$ cat src/logic/pagerank_pkg.sv
// PageRank scatter engine
// Shared widths, depths and payload types

package pagerank_pkg;

	// Vertex and edge address space
	localparam int VERTEX_W = 6;
	localparam int EDGE_W   = 8;

	// Rank is unsigned, inverse degree is 0.16 fixed point
	localparam int RANK_W    = 16;
	localparam int INV_W     = 16;
	localparam int CONTRIB_W = 16;

	// Next-rank entries wrap modulo 2**ACC_W
	localparam int ACC_W   = 24;
	localparam int COUNT_W = 16;

	// Queue depths
	localparam int JOB_DEPTH     = 16;
	localparam int CONTRIB_DEPTH = 4;

	// One out_degree bit more than the edge address so 256 edges fit
	typedef struct packed {
		logic [RANK_W-1:0] rank;
		logic [INV_W-1:0]  inv_degree;
		logic [EDGE_W-1:0] edge_base;
		logic [EDGE_W:0]   out_degree;
	} vertex_job_t;

	typedef struct packed {
		logic [VERTEX_W-1:0]  dest;
		logic [CONTRIB_W-1:0] value;
	} contrib_t;

endpackage

$ cat src/logic/sync_fifo.sv
// Synchronous queue, generic payload

`timescale 1ns/1ps

module sync_fifo #(
	parameter type item_t = logic [7:0],
	parameter int  DEPTH  = 4
) (
	input  logic  clock,
	input  logic  rstn,
	input  logic  push,
	input  item_t data_in,
	input  logic  pop,
	output item_t data_out,
	output logic  empty,
	output logic  full,
	output logic  almost_full
);

	localparam int PTR_W = (DEPTH > 1) ? $clog2(DEPTH) : 1;
	localparam int CNT_W = $clog2(DEPTH + 1);

	item_t             mem [DEPTH];
	logic [PTR_W-1:0]  wr_ptr;
	logic [PTR_W-1:0]  rd_ptr;
	logic [CNT_W-1:0]  count;
	logic              do_push;
	logic              do_pop;

	assign do_push = push && !full;
	assign do_pop  = pop && !empty;

	assign empty       = (count == '0);
	assign full        = (count == CNT_W'(DEPTH));
	assign almost_full = (count >= CNT_W'(DEPTH - 1));
	// Head is visible without a read cycle
	assign data_out    = mem[rd_ptr];

	always_ff @(posedge clock) begin
		if (do_push) begin
			mem[wr_ptr] <= data_in;
		end
	end

	always_ff @(posedge clock or negedge rstn) begin
		if (!rstn) begin
			wr_ptr <= '0;
			rd_ptr <= '0;
			count  <= '0;
		end else begin
			if (do_push) begin
				wr_ptr <= (wr_ptr == PTR_W'(DEPTH - 1)) ? '0 : wr_ptr + 1'b1;
			end
			if (do_pop) begin
				rd_ptr <= (rd_ptr == PTR_W'(DEPTH - 1)) ? '0 : rd_ptr + 1'b1;
			end
			count <= count + CNT_W'(do_push) - CNT_W'(do_pop);
		end
	end

endmodule

$ cat src/logic/vertex_dispatch.sv
// Vertex job queue and dispatch

`timescale 1ns/1ps

module vertex_dispatch #(
	parameter int NUM_CU = 4
) (
	input  logic                                          clock,
	input  logic                                          rstn,
	input  logic                                          job_strobe,
	input  logic [pagerank_pkg::RANK_W-1:0]               job_rank,
	input  logic [pagerank_pkg::INV_W-1:0]                job_inv_degree,
	input  logic [pagerank_pkg::EDGE_W-1:0]               job_edge_base,
	input  logic [pagerank_pkg::EDGE_W:0]                 job_out_degree,
	input  logic [NUM_CU-1:0]                             cu_idle,
	output logic [NUM_CU-1:0]                             cu_start,
	output logic [NUM_CU-1:0][pagerank_pkg::RANK_W-1:0]   cu_rank,
	output logic [NUM_CU-1:0][pagerank_pkg::INV_W-1:0]    cu_inv_degree,
	output logic [NUM_CU-1:0][pagerank_pkg::EDGE_W-1:0]   cu_edge_base,
	output logic [NUM_CU-1:0][pagerank_pkg::EDGE_W:0]     cu_out_degree,
	output logic                                          queue_empty
);

	import pagerank_pkg::*;

	vertex_job_t job_in;
	vertex_job_t job_head;
	logic        fifo_empty;
	logic        job_pop;

	assign job_in.rank       = job_rank;
	assign job_in.inv_degree = job_inv_degree;
	assign job_in.edge_base  = job_edge_base;
	assign job_in.out_degree = job_out_degree;

	sync_fifo #(
		.item_t(vertex_job_t),
		.DEPTH (JOB_DEPTH)
	) u_job_fifo (
		.clock      (clock),
		.rstn       (rstn),
		.push       (job_strobe),
		.data_in    (job_in),
		.pop        (job_pop),
		.data_out   (job_head),
		.empty      (fifo_empty),
		.full       (),
		.almost_full()
	);

	// A job arriving this cycle already counts as pending work
	assign queue_empty = fifo_empty && !job_strobe;

	//////////////////////////////////////////////////////////////////////
	// Hand the head job to the lowest idle unit
	//////////////////////////////////////////////////////////////////////

	always_comb begin
		job_pop       = 1'b0;
		cu_start      = '0;
		cu_rank       = '0;
		cu_inv_degree = '0;
		cu_edge_base  = '0;
		cu_out_degree = '0;
		for (int i = 0; i < NUM_CU; i++) begin
			if (!job_pop && !fifo_empty && cu_idle[i]) begin
				job_pop          = 1'b1;
				cu_start[i]      = 1'b1;
				cu_rank[i]       = job_head.rank;
				cu_inv_degree[i] = job_head.inv_degree;
				cu_edge_base[i]  = job_head.edge_base;
				cu_out_degree[i] = job_head.out_degree;
			end
		end
	end

endmodule

$ cat config.mk
export PLATFORM = sky130hd
export DESIGN_NAME = vertex_dispatch
export DESIGN_NICKNAME = d
export VERILOG_FILES = /design/src/logic/pagerank_pkg.sv /design/src/logic/sync_fifo.sv /design/src/logic/vertex_dispatch.sv
export SDC_FILE = /design/constraint.sdc
export NUM_CORES = 1
export LEC_CHECK = 0
export BUFFER_PORTS_ARGS = -buffer_cell sky130_fd_sc_hd__buf_2
export CORE_UTILIZATION = 64
export DETAILED_ROUTE_END_ITERATION = 7
export PLACE_DENSITY = 0.84
export SLEW_MARGIN = 20
export SYNTH_ARGS = -nofsm -noshare
export SYNTH_HDL_FRONTEND = slang
export SYNTH_HIERARCHICAL = 1
export SYNTH_SLANG_ARGS = --single-unit
$ cat constraint.sdc
create_clock -name clock -period 17.4 [get_ports clock]
set_input_delay 4.35 -clock clock [delete_from_list [all_inputs] [get_ports clock]]
set_output_delay 4.35 -clock clock [all_outputs]
set_load 0.005 [all_outputs]
* Word level (Yosys, flattened, before mapping) *
Memory sizes are Yosys's and may differ from the RTL's.
Cells that the tools add are included.

storage, ports and cells
  latch bits = 0
  memories = 1
  bits in registers = 13
  memory bits (writable) = 784
  ROM bits = 0
  input bits = 56
  logic and storage cells = 55

operators by class
  equality and inequality tests = 3
  shift-type cells = 0
  order comparisons = 0
  $add $sub $neg = 4
  reduce and logical (&&, ||, !) cells = 17
  div/mod/pow operators = 0
  bitwise logic cells = 0
  muxes and demuxes = 27
  multipliers = 0

memory list
  memory          words  width  read ports  clocked after Yosys merged registers in  wr ports  RTL line         source
  u_job_fifo.mem  16     49     1           0                                        1         sync_fifo.sv:23  item_t mem [DEPTH];

operators by type and width
  cell                                                            count
  16-bit two-way mux                                              8
  9-bit two-way mux                                               4
  8-bit two-way mux                                               4
  1-bit logical AND                                               10
  1-bit two-way mux                                               9
  4-bit by 1-bit adder with 4-bit output (second input constant)  2
  4-bit equality test (second input constant)                     2
  4-bit two-way mux                                               2
  1-bit zero test                                                 6
  5-bit by 1-bit adder with 5-bit output                          1
  5-bit equality test (second input constant)                     1
  5-bit zero test                                                 1
  5-bit by 1-bit subtractor with 5-bit output                     1

* Longest topological paths before layout *
  word-level depth = 18
  depth in mapped cells = 15
  gate-level depth less buffers = 14

* Hierarchy *
The synthesis kept the hierarchy.

by module, submodules not included
  module           cells an instance  times used  area an instance (µm²)
  sync_fifo        1,406              1           30,880.9
  vertex_dispatch  235                1           1,425.1

* Worst setup path before layout *
Ideal clock, no wire load.

  path kind = input -> register
  from = input port job_strobe
  to = memory u_job_fifo/mem[3][0] (netlist name) (enable)
  arrival time = 9.355 ns
  path slack = 7.468 ns
  cell stages on the path = 4
  cell sequence = nor2b_1 > buf_2 > inv_2 > nor4_1

on the way
  longest elaborated chain between the ends = 3

ends and longest elaborated chain
  element                                  RTL line               source
  start, declared                          vertex_dispatch.sv:10  input logic job_strobe,
  1-bit logical AND                        sync_fifo.sv:30        assign do_push = push && !full;
  1-bit two-way mux                        sync_fifo.sv:40        if (do_push) begin
  1-bit two-way mux (not written as such)  sync_fifo.sv:41        mem[wr_ptr] <= data_in;
  end, declared                            sync_fifo.sv:23

Every way passes these cells.

==> impl_metrics.ini <==
[global_route]
grt_pass1_wl_um = 114000
grt_util_all_layers = 0.314
grt_max_degree = 136
first_global_vias = 18000
grt-ovfl-total = 0
antenna_found_initial = 10

[setup_path]
path_max_fanout = 52
setup.worst_path.end_class = primary output
crit_end = cu_edge_base[29]
cp_slowest_cell = nor2b_4
timing.rr.start = u_job_fifo/count[2]
path_cells = buf_2 -> buf_4 -> nor2b_4 -> buf_4 -> and3_1 -> buf_2
cp_num_buf_inv = 4
startpoint_type = primary input
setup.worst_path.start = cu_idle[2]
r2r_cells = 8
crit_type = in2out
cp.depth = 6
critPathArrivalTime_ns = 6.39
critPathRequiredTime_ns = 13.05
reg2reg_slack_ns = 13.71
cp_top_family = buffers and inverters
cpPeakStageDelay_ns = 0.70
reg2reg_to = u_job_fifo/mem[7][26]

[power_and_ir_drop]
p_clk_frac = 0.271
power_frac_comb = 0.314
p_leak_nw = 13.0
finalPower_mw = 5.81
max-vdd-ir-drop_mv = 0.183
p_int_mw = 3.95
power.switching_mw = 1.87
p_seq_frac = 0.415
sw_frac_of_total = 0.321
power_density_mw_per_mm2 = 159

[cts]
clock_sinks = 797
clock_latency_ns = 0.62
cts_buffer_depth = 3
cts_buffers = 75
cts-resized-gates = 0
htree_levels = 3
cts_tree = built
post-cts-setup-buffer-count = 0
holdBufCountCts = 0
path_clk_slew_ns = 0.06
cts-root-buf = clkbuf_16

[timing]
fin_crit_ns = 10.74
finalSetupTns_ns = 0
hold_violations = 0
setup_ws_ns = 6.66
drv_slew = 0
fmax_mhz = 93.1
tightest_slew_ns = 1.07
fin_crit_sh = 0.617
rsz0062_at_grt = no
skew_ns = 0.0258
slew_headroom = 0.289
setup_violations = 0

[die]
core_mm2 = 0.0494
die_x_um = 227
io_pins = 257
dieArea_mm2 = 0.0513
start_util = 0.654
row_count = 81
die_y_um = 227

[routing]
ant_nets = 0
wl_per_cell_um = 30.3
via_count = 17600
first_pass_iters = 8
via_per_inst = 6.73
drt_iter0_markers = 2115
wl_um = 79200
drc_errors = 0

[min_path]
hp-class = reg2reg

[finish]
final_cell_mix = edfxtp_1, buf_2, mux2i_1
area_growth_pct = 13.1
fin_nets = 1960
drive_above_1_share = 0.281
mostFrequentLayoutCell = edfxtp_1
fillers = 2626

[job]
drv_cap = 0

[yosys]
syn_inst = 1636
syn_avg_cell_area_um2 = 19.7
syn_nets = 1705
netlist_area_mm2 = 0.0323
ys_warn_count = 6

[placed_design]
portBuffers = 256
gp_congestion = 0.724
dp_hpwl_um = 39000
dp_slack_ns = 6.78

[status]
status = finished, final reports clean
## power by group through the flow
stage               logic [mW]  clock network, mW  registers (mW)
floorplan                 1.28                  0            2.37
global placement          1.72                  0            2.43
detailed placement        1.77                  0            2.44
CTS                       1.82               1.58            2.41
global route              1.92               1.65            2.42
finish                    1.83               1.57            2.41
## metrics by stage
| step | utilization | std cells | hold WS [ns] | instance area (µm²) |
|---|---|---|---|---|
| after floorplan | - | 1636 | 0.495 | 32300 |
| after CTS | 0.739 | 2610 | 0.557 | 36500 |
| final | 0.739 | 2618 | 0.548 | 36500 |
| after detailed placement | 0.692 | 2478 | 0.543 | 34100 |
| after global routing | 0.739 | 2614 | 0.564 | 36500 |
| after global placement | 0.692 | 2478 | 0.521 | 34100 |
## final cells by class
class,instances,area (µm²),share of cell area
sequential,797,23900,0.654
multi-input combinational,713,7840,0.215
clock buffer,85,1960,0.0536
timing repair buffer,289,1540,0.0422
tap,664,831,0.0228
clock inverter,47,367,0.0100
inverter,15,56.3,0.00154
antenna,8,20.0,0.000549
## registers in the layout (all words and copies together), names as in the netlist
name / count
u_job_fifo/mem: 784
u_job_fifo/wr_ptr: 4
u_job_fifo/rd_ptr: 4
u_job_fifo/count: 5
## how the worst min path moves through the flow
| stage | endpoint | startpoint | slack, ns | cells past startpoint |
|---|---|---|---|---|
| after global routing | u_job_fifo/count[0] | u_job_fifo/count[0] | 0.56 | 1 |
| after CTS | u_job_fifo/count[0] | u_job_fifo/count[0] | 0.56 | 1 |
| after global placement | u_job_fifo/count[0] | u_job_fifo/count[0] | 0.52 | 1 |
| after detailed placement | u_job_fifo/count[0] | u_job_fifo/count[0] | 0.54 | 1 |
| after floorplan | u_job_fifo/count[0] | u_job_fifo/count[0] | 0.49 | 1 |
| final | u_job_fifo/count[0] | u_job_fifo/count[0] | 0.55 | 1 |
## metal layers
layer	part of all wire	vias to the layer above	GRT usage
li1	-	7239	-
met1	0.35	8945	0.401
met2	0.52	1190	0.531
met3	0.099	250	0.0604
met4	0.039	6	0.137
met5	0.00045	-	0
No activity file was read; power rests on OpenSTA's default activity.
