`src/logic/pagerank_pkg.sv`:
```
// PageRank scatter engine
// Shared widths, depths and payload types

package pagerank_pkg;

	// Vertex and edge address space
	localparam int VERTEX_W = 6;
	localparam int EDGE_W   = 8;

	// Rank is unsigned, inverse degree is 0.16 fixed point
	localparam int RANK_W    = 16;
	localparam int INV_W     = 16;
	localparam int CONTRIB_W = 16;

	// Next-rank entries wrap modulo 2**ACC_W
	localparam int ACC_W   = 24;
	localparam int COUNT_W = 16;

	// Queue depths
	localparam int JOB_DEPTH     = 16;
	localparam int CONTRIB_DEPTH = 4;

	// One out_degree bit more than the edge address so 256 edges fit
	typedef struct packed {
		logic [RANK_W-1:0] rank;
		logic [INV_W-1:0]  inv_degree;
		logic [EDGE_W-1:0] edge_base;
		logic [EDGE_W:0]   out_degree;
	} vertex_job_t;

	typedef struct packed {
		logic [VERTEX_W-1:0]  dest;
		logic [CONTRIB_W-1:0] value;
	} contrib_t;

endpackage

```
`src/logic/cu_vertex_pagerank.sv`:
```
// PageRank compute unit, one vertex at a time

`timescale 1ns/1ps

module cu_vertex_pagerank (
	input  logic                               clock,
	input  logic                               rstn,
	input  logic                               cu_start,
	input  logic [pagerank_pkg::RANK_W-1:0]    cu_rank,
	input  logic [pagerank_pkg::INV_W-1:0]     cu_inv_degree,
	input  logic [pagerank_pkg::EDGE_W-1:0]    cu_edge_base,
	input  logic [pagerank_pkg::EDGE_W:0]      cu_out_degree,
	input  logic                               contrib_stall,
	input  logic [pagerank_pkg::VERTEX_W-1:0]  edge_rd_dest,
	output logic                               cu_idle,
	output logic [pagerank_pkg::EDGE_W-1:0]    edge_rd_addr,
	output logic                               contrib_strobe,
	output logic [pagerank_pkg::VERTEX_W-1:0]  contrib_dest,
	output logic [pagerank_pkg::CONTRIB_W-1:0] contrib_value,
	output logic                               vertex_done
);

	import pagerank_pkg::*;

	typedef enum logic [1:0] {S_IDLE, S_CALC, S_WALK, S_DONE} state_t;

	state_t                    state;
	logic [RANK_W-1:0]         rank_q;
	logic [INV_W-1:0]          inv_q;
	logic [CONTRIB_W-1:0]      contrib_q;
	logic [RANK_W+INV_W-1:0]   product;
	logic [EDGE_W:0]           remaining;
	logic [EDGE_W-1:0]         edge_addr;
	logic                      step;

	// Keep the integer part of rank * 0.16 fraction
	assign product = rank_q * inv_q;
	assign step    = (state == S_WALK) && !contrib_stall;

	assign cu_idle        = (state == S_IDLE);
	assign edge_rd_addr   = edge_addr;
	assign contrib_strobe = step;
	assign contrib_dest   = edge_rd_dest;
	assign contrib_value  = contrib_q;
	assign vertex_done    = (state == S_DONE) || (step && remaining == (EDGE_W+1)'(1));

	//////////////////////////////////////////////////////////////////////
	// Job latch and contribution
	//////////////////////////////////////////////////////////////////////

	always_ff @(posedge clock) begin
		if (cu_start && state == S_IDLE) begin
			rank_q <= cu_rank;
			inv_q  <= cu_inv_degree;
		end
		if (state == S_CALC) begin
			contrib_q <= product[RANK_W+INV_W-1 -: CONTRIB_W];
		end
	end

	//////////////////////////////////////////////////////////////////////
	// Edge walk
	//////////////////////////////////////////////////////////////////////

	always_ff @(posedge clock or negedge rstn) begin
		if (!rstn) begin
			state     <= S_IDLE;
			remaining <= '0;
			edge_addr <= '0;
		end else begin
			case (state)
				S_IDLE: begin
					if (cu_start) begin
						state     <= S_CALC;
						remaining <= cu_out_degree;
						edge_addr <= cu_edge_base;
					end
				end
				S_CALC: begin
					// No edges, report completion right away
					state <= (remaining == '0) ? S_DONE : S_WALK;
				end
				S_WALK: begin
					if (step) begin
						remaining <= remaining - 1'b1;
						// Wraps at the end of the edge memory
						edge_addr <= edge_addr + 1'b1;
						if (remaining == (EDGE_W+1)'(1)) begin
							state <= S_IDLE;
						end
					end
				end
				default: begin
					state <= S_IDLE;
				end
			endcase
		end
	end

endmodule

```
`config.mk`:
```
export PLATFORM = sky130hd
export DESIGN_NAME = cu_vertex_pagerank
export DESIGN_NICKNAME = d
export VERILOG_FILES = /design/src/logic/pagerank_pkg.sv /design/src/logic/cu_vertex_pagerank.sv
export SDC_FILE = /design/constraint.sdc
export NUM_CORES = 1
export LEC_CHECK = 0
export BUFFER_PORTS_ARGS = -buffer_cell sky130_fd_sc_hd__clkbuf_2
export CAP_MARGIN = 30
export CORE_ASPECT_RATIO = 2
export CORE_MARGIN = 1.5
export CORE_UTILIZATION = 57
export DETAILED_ROUTE_END_ITERATION = 7
export PLACE_DENSITY_LB_ADDON = 0.3
export SETUP_SLACK_MARGIN = 0.5
export SLEW_MARGIN = 20
export SYNTH_ARGS = -nofsm -noshare
export SYNTH_HDL_FRONTEND = slang
export SYNTH_SLANG_ARGS = --single-unit
```
`constraint.sdc`:
```
create_clock -name clock -period 5.65 [get_ports clock]
set_clock_uncertainty 0.05 [all_clocks]
set_input_delay 0 -clock clock [delete_from_list [all_inputs] [get_ports clock]]
set_output_delay 0 -clock clock [all_outputs]
set_load 0.02 [all_outputs]
```
# Word-level counts from Yosys, hierarchy flattened
# Cells that the tools add are included.
[word_totals]
ff_bits = 67
output_inout_bits = 33
in_bits = 59
[classes]
multipliers = 1
mux = 11
n_reduce_logical = 10
eq_ne = 7
add_sub_neg = 2
[op_table]
columns = ["cell", "n"]
rows = [
  ["16-bit by 16-bit multiplier with 32-bit output", 1],
  ["9-bit 2-to-1 mux", 2],
  ["9-bit case mux with 2 select lines", 1],
  ["8-bit 2-to-1 mux", 2],
  ["8-bit case mux with 2 select lines", 1],
  ["9-bit by 1-bit == test with 1-bit output (second input constant)", 1],
  ["9-bit zero test", 1],
  ["9-bit by 1-bit subtractor with 9-bit output (second input constant)", 1],
  ["8-bit by 1-bit adder with 8-bit output (second input constant)", 1],
  ["2-bit 2-to-1 mux", 3],
  ["2-bit case mux with 3 select lines", 1],
  ["3-bit AND reduction", 2],
  ["2-bit == test (second input constant)", 2],
  ["2-bit inequality test (second input constant)", 2],
  ["1-bit logical AND", 3],
  ["2-bit by 1-bit == test with 1-bit output (second input constant)", 1],
  ["2-bit zero test", 1],
  ["2-bit by 1-bit inequality test with 1-bit output (second input constant)", 1],
  ["2-bit nonzero test", 1],
  ["1-bit zero test", 1],
  ["1-bit logical OR", 1],
  ["1-bit 2-to-1 mux", 1],
]

# Logic depth before layout (Yosys ltp)
[depth]
ltp_word = 4
mapped_depth = 22

# Least setup slack after synthesis
# No wires, ideal clock.
[synth_timing]
path_kind = "register to register"
from = "reg inv_q[7]"
to = "reg contrib_q[13] (netlist: contrib_value[13]), data pin"
t_arrival_ps = 5564
period_less_slack_ps = 5879
t_required_ps = 5335
path_stages_with_launch = 22
n_path_buf = 1
path_slack_ps = -229
cell_sequence = "edfxtp_1 > clkbuf_1 > nand2_1 > fa_1 > inv_1 > fa_1 > inv_1 > fa_1 > inv_1 > fa_1 > fa_1 > inv_1 > fa_1 > inv_1 > ha_1 > a21oi_1 > o221ai_1 > a31oi_1 > o41ai_2 > a221oi_2 > o211ai_1 > xor2_1"
[synth_between]
elab_chain_cells = 1
[synth_lines]
columns = ["item", "line_no", "source"]
rows = [
  ["from (decl)", "cu_vertex_pagerank.sv:29", "logic [INV_W-1:0] inv_q;"],
  ["from (signal assigned)", "cu_vertex_pagerank.sv:54", "inv_q <= cu_inv_degree;"],
  ["16-bit by 16-bit multiplier with 32-bit output", "cu_vertex_pagerank.sv:37", "assign product = rank_q * inv_q;"],
  ["net product[29]", "cu_vertex_pagerank.sv:31", "logic [RANK_W+INV_W-1:0] product;"],
  ["to (signal assigned)", "cu_vertex_pagerank.sv:57", "contrib_q <= product[RANK_W+INV_W-1 -: CONTRIB_W];"],
  ["to (decl)", "cu_vertex_pagerank.sv:30", "logic [CONTRIB_W-1:0] contrib_q;"],
]
# The timed path passes the listed nets, and every way through them passes these cells.
# A chain may end at the register's enable or synchronous reset.

# Final worst setup path
[layout_timing]
from = "reg rank_q[7]"
to = "reg contrib_q[13] (netlist: contrib_value[13]), data pin"
[layout_between]
elab_chain_cells = 1
[layout_lines]
columns = ["item", "line_no", "source"]
rows = [
  ["from (decl)", "cu_vertex_pagerank.sv:28", "logic [RANK_W-1:0] rank_q;"],
  ["from (signal assigned)", "cu_vertex_pagerank.sv:53", "rank_q <= cu_rank;"],
  ["16-bit by 16-bit multiplier with 32-bit output", "cu_vertex_pagerank.sv:37", ""],
  ["net product[29]", "cu_vertex_pagerank.sv:31", ""],
]
# The timed path passes the listed nets, and every way through them passes these cells.

==> results.sh <==
export IMPL_port_buffers=79
export IMPL_fp_row_count=71
export IMPL_die_y_um=198
export IMPL_htreeDepth=3
export IMPL_track_usage_pct=34.9
export IMPL_cts_root_buf="clkbuf_16"
export IMPL_synthMuxAreaShare_pct=0
export IMPL_grt_pass1_vias=10500
export IMPL_synthAdderAreaFrac_pct=47.4
export IMPL_grt_setup_unrepaired="yes"
export IMPL_viasPerCell=5.65
export IMPL_hold_class="in2async"
export IMPL_tightestPinTransition_ns=0.600
export IMPL_stdcell_area_sq_um=13900
export IMPL_antenna_found_initial=0
export IMPL_slew_headroom_pct=59.8
export IMPL_clockBufferDepth=2
export IMPL_avgRoutedWirePerCell_um=19.8
export IMPL_period_minus_slack_ns=5.99
export IMPL_numCtsBuffers=9
export IMPL_yosys_warnings=0
export IMPL_drt_iter0_drc=562
export IMPL_yosysTopAreaCellShare_pct=35.5
export IMPL_critPathRequiredTime_ns=5.69
export IMPL_die_area_sq_um=20000
export IMPL_critPathArrivalTime_ns=6.03
export IMPL_end_kind="flip-flop"
export IMPL_async_flop_share_pct=28.4
export IMPL_diodes=0
export IMPL_placed_cell_area_sq_um=12500
export IMPL_final_cell_mix="inv_1, fa_1, nand2_1, buf_4, and2_1"
export IMPL_hold_viol=0
export IMPL_final_nets=1760
export IMPL_place_ws_ns=-0.294
export IMPL_synth_top_family_by_area="adder cells"
export IMPL_io_pins=92
export IMPL_path_clk_slew_ns=0.06
export IMPL_setup_viol=12
export IMPL_insertion_delay_ns=0.37
export IMPL_crit_fanout=6
export IMPL_max_clock_freq_mhz=167
export IMPL_core_sq_um=18700
export IMPL_synthXorXnorAreaFrac_pct=1.45
export IMPL_first_pass_iters=5
export IMPL_remaining_drc_errors=0
export IMPL_layout_drive_gt1_share_pct=23.9
export IMPL_layout_commonest_cell="inv_1"
export IMPL_synth_area_sq_um=10900
export IMPL_cts_num_sinks=67
export IMPL_synth_compound_area_share_pct=7.31
export IMPL_min_period_over_period_pct=106
export IMPL_yosys_top_cells_area="fa_1, edfxtp_1, ha_1, inv_1, and2_1"
export IMPL_grt_first_pass_wirelength_mm=51.4
export IMPL_seq_area_frac_synth_pct=17.6
export IMPL_fillers=1263
export IMPL_grt_max_degree=34
export IMPL_synth_distinct_cells=49
export IMPL_violations="setup timing"
export IMPL_ant_nets=0
export IMPL_place_gp_congestion=0.926
export IMPL_final_util_pct=74.4
export IMPL_slew_viol_final=0
export IMPL_synth_nets=1513
export IMPL_status="complete, but fails checks"
export IMPL_worst_setup_path_start_kind="flip-flop"
export IMPL_areaGrowthSynthToFinish_pct=28.0
export IMPL_worst_slack_ns=-0.339
export IMPL_initial_core_util_pct=58.1
export IMPL_yosys_area_share_simple_pct=16.4
export IMPL_syn_inst=1157
export IMPL_die_x_um=101
export IMPL_critPathKind="reg2reg"
export IMPL_dpl_hpwl_mm=25.3
export IMPL_synth_edf_count=48
export IMPL_cts_tree="done"
export IMPL_grt_overflow_total=0
export IMPL_synthFlopType="edfxtp_1"
export IMPL_vias=9405
export IMPL_synth_seq_cells=67
export IMPL_cap_violations=0
export IMPL_yosys_area_top_type="fa_1"
export IMPL_finalWirelength_mm=33.0
export IMPL_synth_area_per_cell_sq_um=9.41
==> sequential cells by signal, indices dropped and copies added, names as in the netlist <==
signal / cells
edge_rd_addr: 8
rank_q: 16
contrib_value: 16
state: 2
remaining: 9
inv_q: 16
==> stage by stage <==
| step | setup TNS, ns | std cells | hold WS [ns] |
|---|---|---|---|
| 6_report | -2.22 | 1664 | 0.100 |
| 5_1_grt | -4.53 | 1664 | 0.147 |
| 4_1_cts | -1.37 | 1658 | 0.0959 |
| 3_5_place_dp | -2.43 | 1568 | -0.0602 |
| 3_3_place_gp | -1.83 | 1568 | -0.0603 |
| 2_1_floorplan | -0.000284 | 1157 | -0.346 |
==> cell type report <==
class / instances / area [sq um] / share of cell area (%)
multi-input cells: 811 / 8370 / 60.1
repair buffers: 285 / 2160 / 15.5
flip-flops and latches: 67 / 1920 / 13.8
inverters: 230 / 863 / 6.19
well taps: 255 / 319 / 2.29
clock buffers: 12 / 279 / 2.00
clock inverters: 4 / 30.0 / 0.215
==> per-layer routing <==
metal | part of all wire (%) | global-route usage, %
met1 | 28 | 29.8
met2 | 56 | 64.7
met3 | 4.3 | 5.59
met4 | 11 | 34.1
met5 | 0 | 0
==> timing repair <==
item / in CTS / in global routing
gates cloned: 0 / 0
gates resized for setup: 39 / 48
endpoints found under the hold margin: 74 / 0
setup buffers: 18 / 6
hold buffers: 56 / 0
endpoints found under the setup margin: 16 / 16
pin swaps: 31 / 20
==> final timing paths <==
| check | from | endpoint | slack (ns) | depth (start not counted) |
|---|---|---|---|---|
| worst min-delay path | rstn | edge_rd_addr[7] | 0.10 | 2 |
| max in group asynchronous | rstn | state[0] | 5.08 | 2 |
| min in group clock | contrib_stall | state[1] | 0.16 | 5 |
| worst max register to register | rank_q[7] | contrib_value[13] | -0.34 | 20 |
| worst min register to register | remaining[7] | remaining[7] | 0.46 | 2 |
| worst max-delay path | rank_q[7] | contrib_value[13] | -0.34 | 20 |
==> critical path, cell delays in order, from the launching register on <==
cell	delay, ns
edfxtp_1	0.55
buf_6	0.16
buf_4	0.12
nand2_1	0.08
fa_1	0.53
inv_1	0.06
fa_1	0.51
fa_2	0.65
fa_1	0.47
fa_1	0.50
inv_1	0.05
fa_1	0.49
inv_2	0.05
ha_4	0.24
a21oi_4	0.19
a21oi_1	0.12
o21a_1	0.20
a221oi_2	0.25
buf_4	0.18
o211ai_1	0.10
xor2_1	0.17
==> cell usage after synthesis (all sizes together), types with 2 or more instances <==
cell type / number
inv: 230
fa: 193
nand2: 176
and2: 116
ha: 104
a21oi: 54
edfxtp: 48
clkbuf: 41
nor2: 28
o21ai: 23
nand3: 21
dfrtp: 19
nor3: 10
xnor2: 10
buf: 8
xor2: 8
a21o: 5
nand4: 5
o21bai: 5
o22ai: 5
o31ai: 5
a31oi: 4
nand2b: 4
nor2b: 3
o211ai: 3
o21a: 3
a211oi: 2
a22oi: 2
and3: 2
o2111ai: 2
o221ai: 2
o41ai: 2
or2: 2
or3: 2
==> cell families after synthesis <==
logic type	Yosys count
simple gates	371
fa+ha+maj	297
buf+inv	279
compound gates	125
flops	67
xor+xnor	18
Power is left out: the tool's default activity adds up to more than one toggle a clock period on the data nets, which glitch-free logic cannot reach.
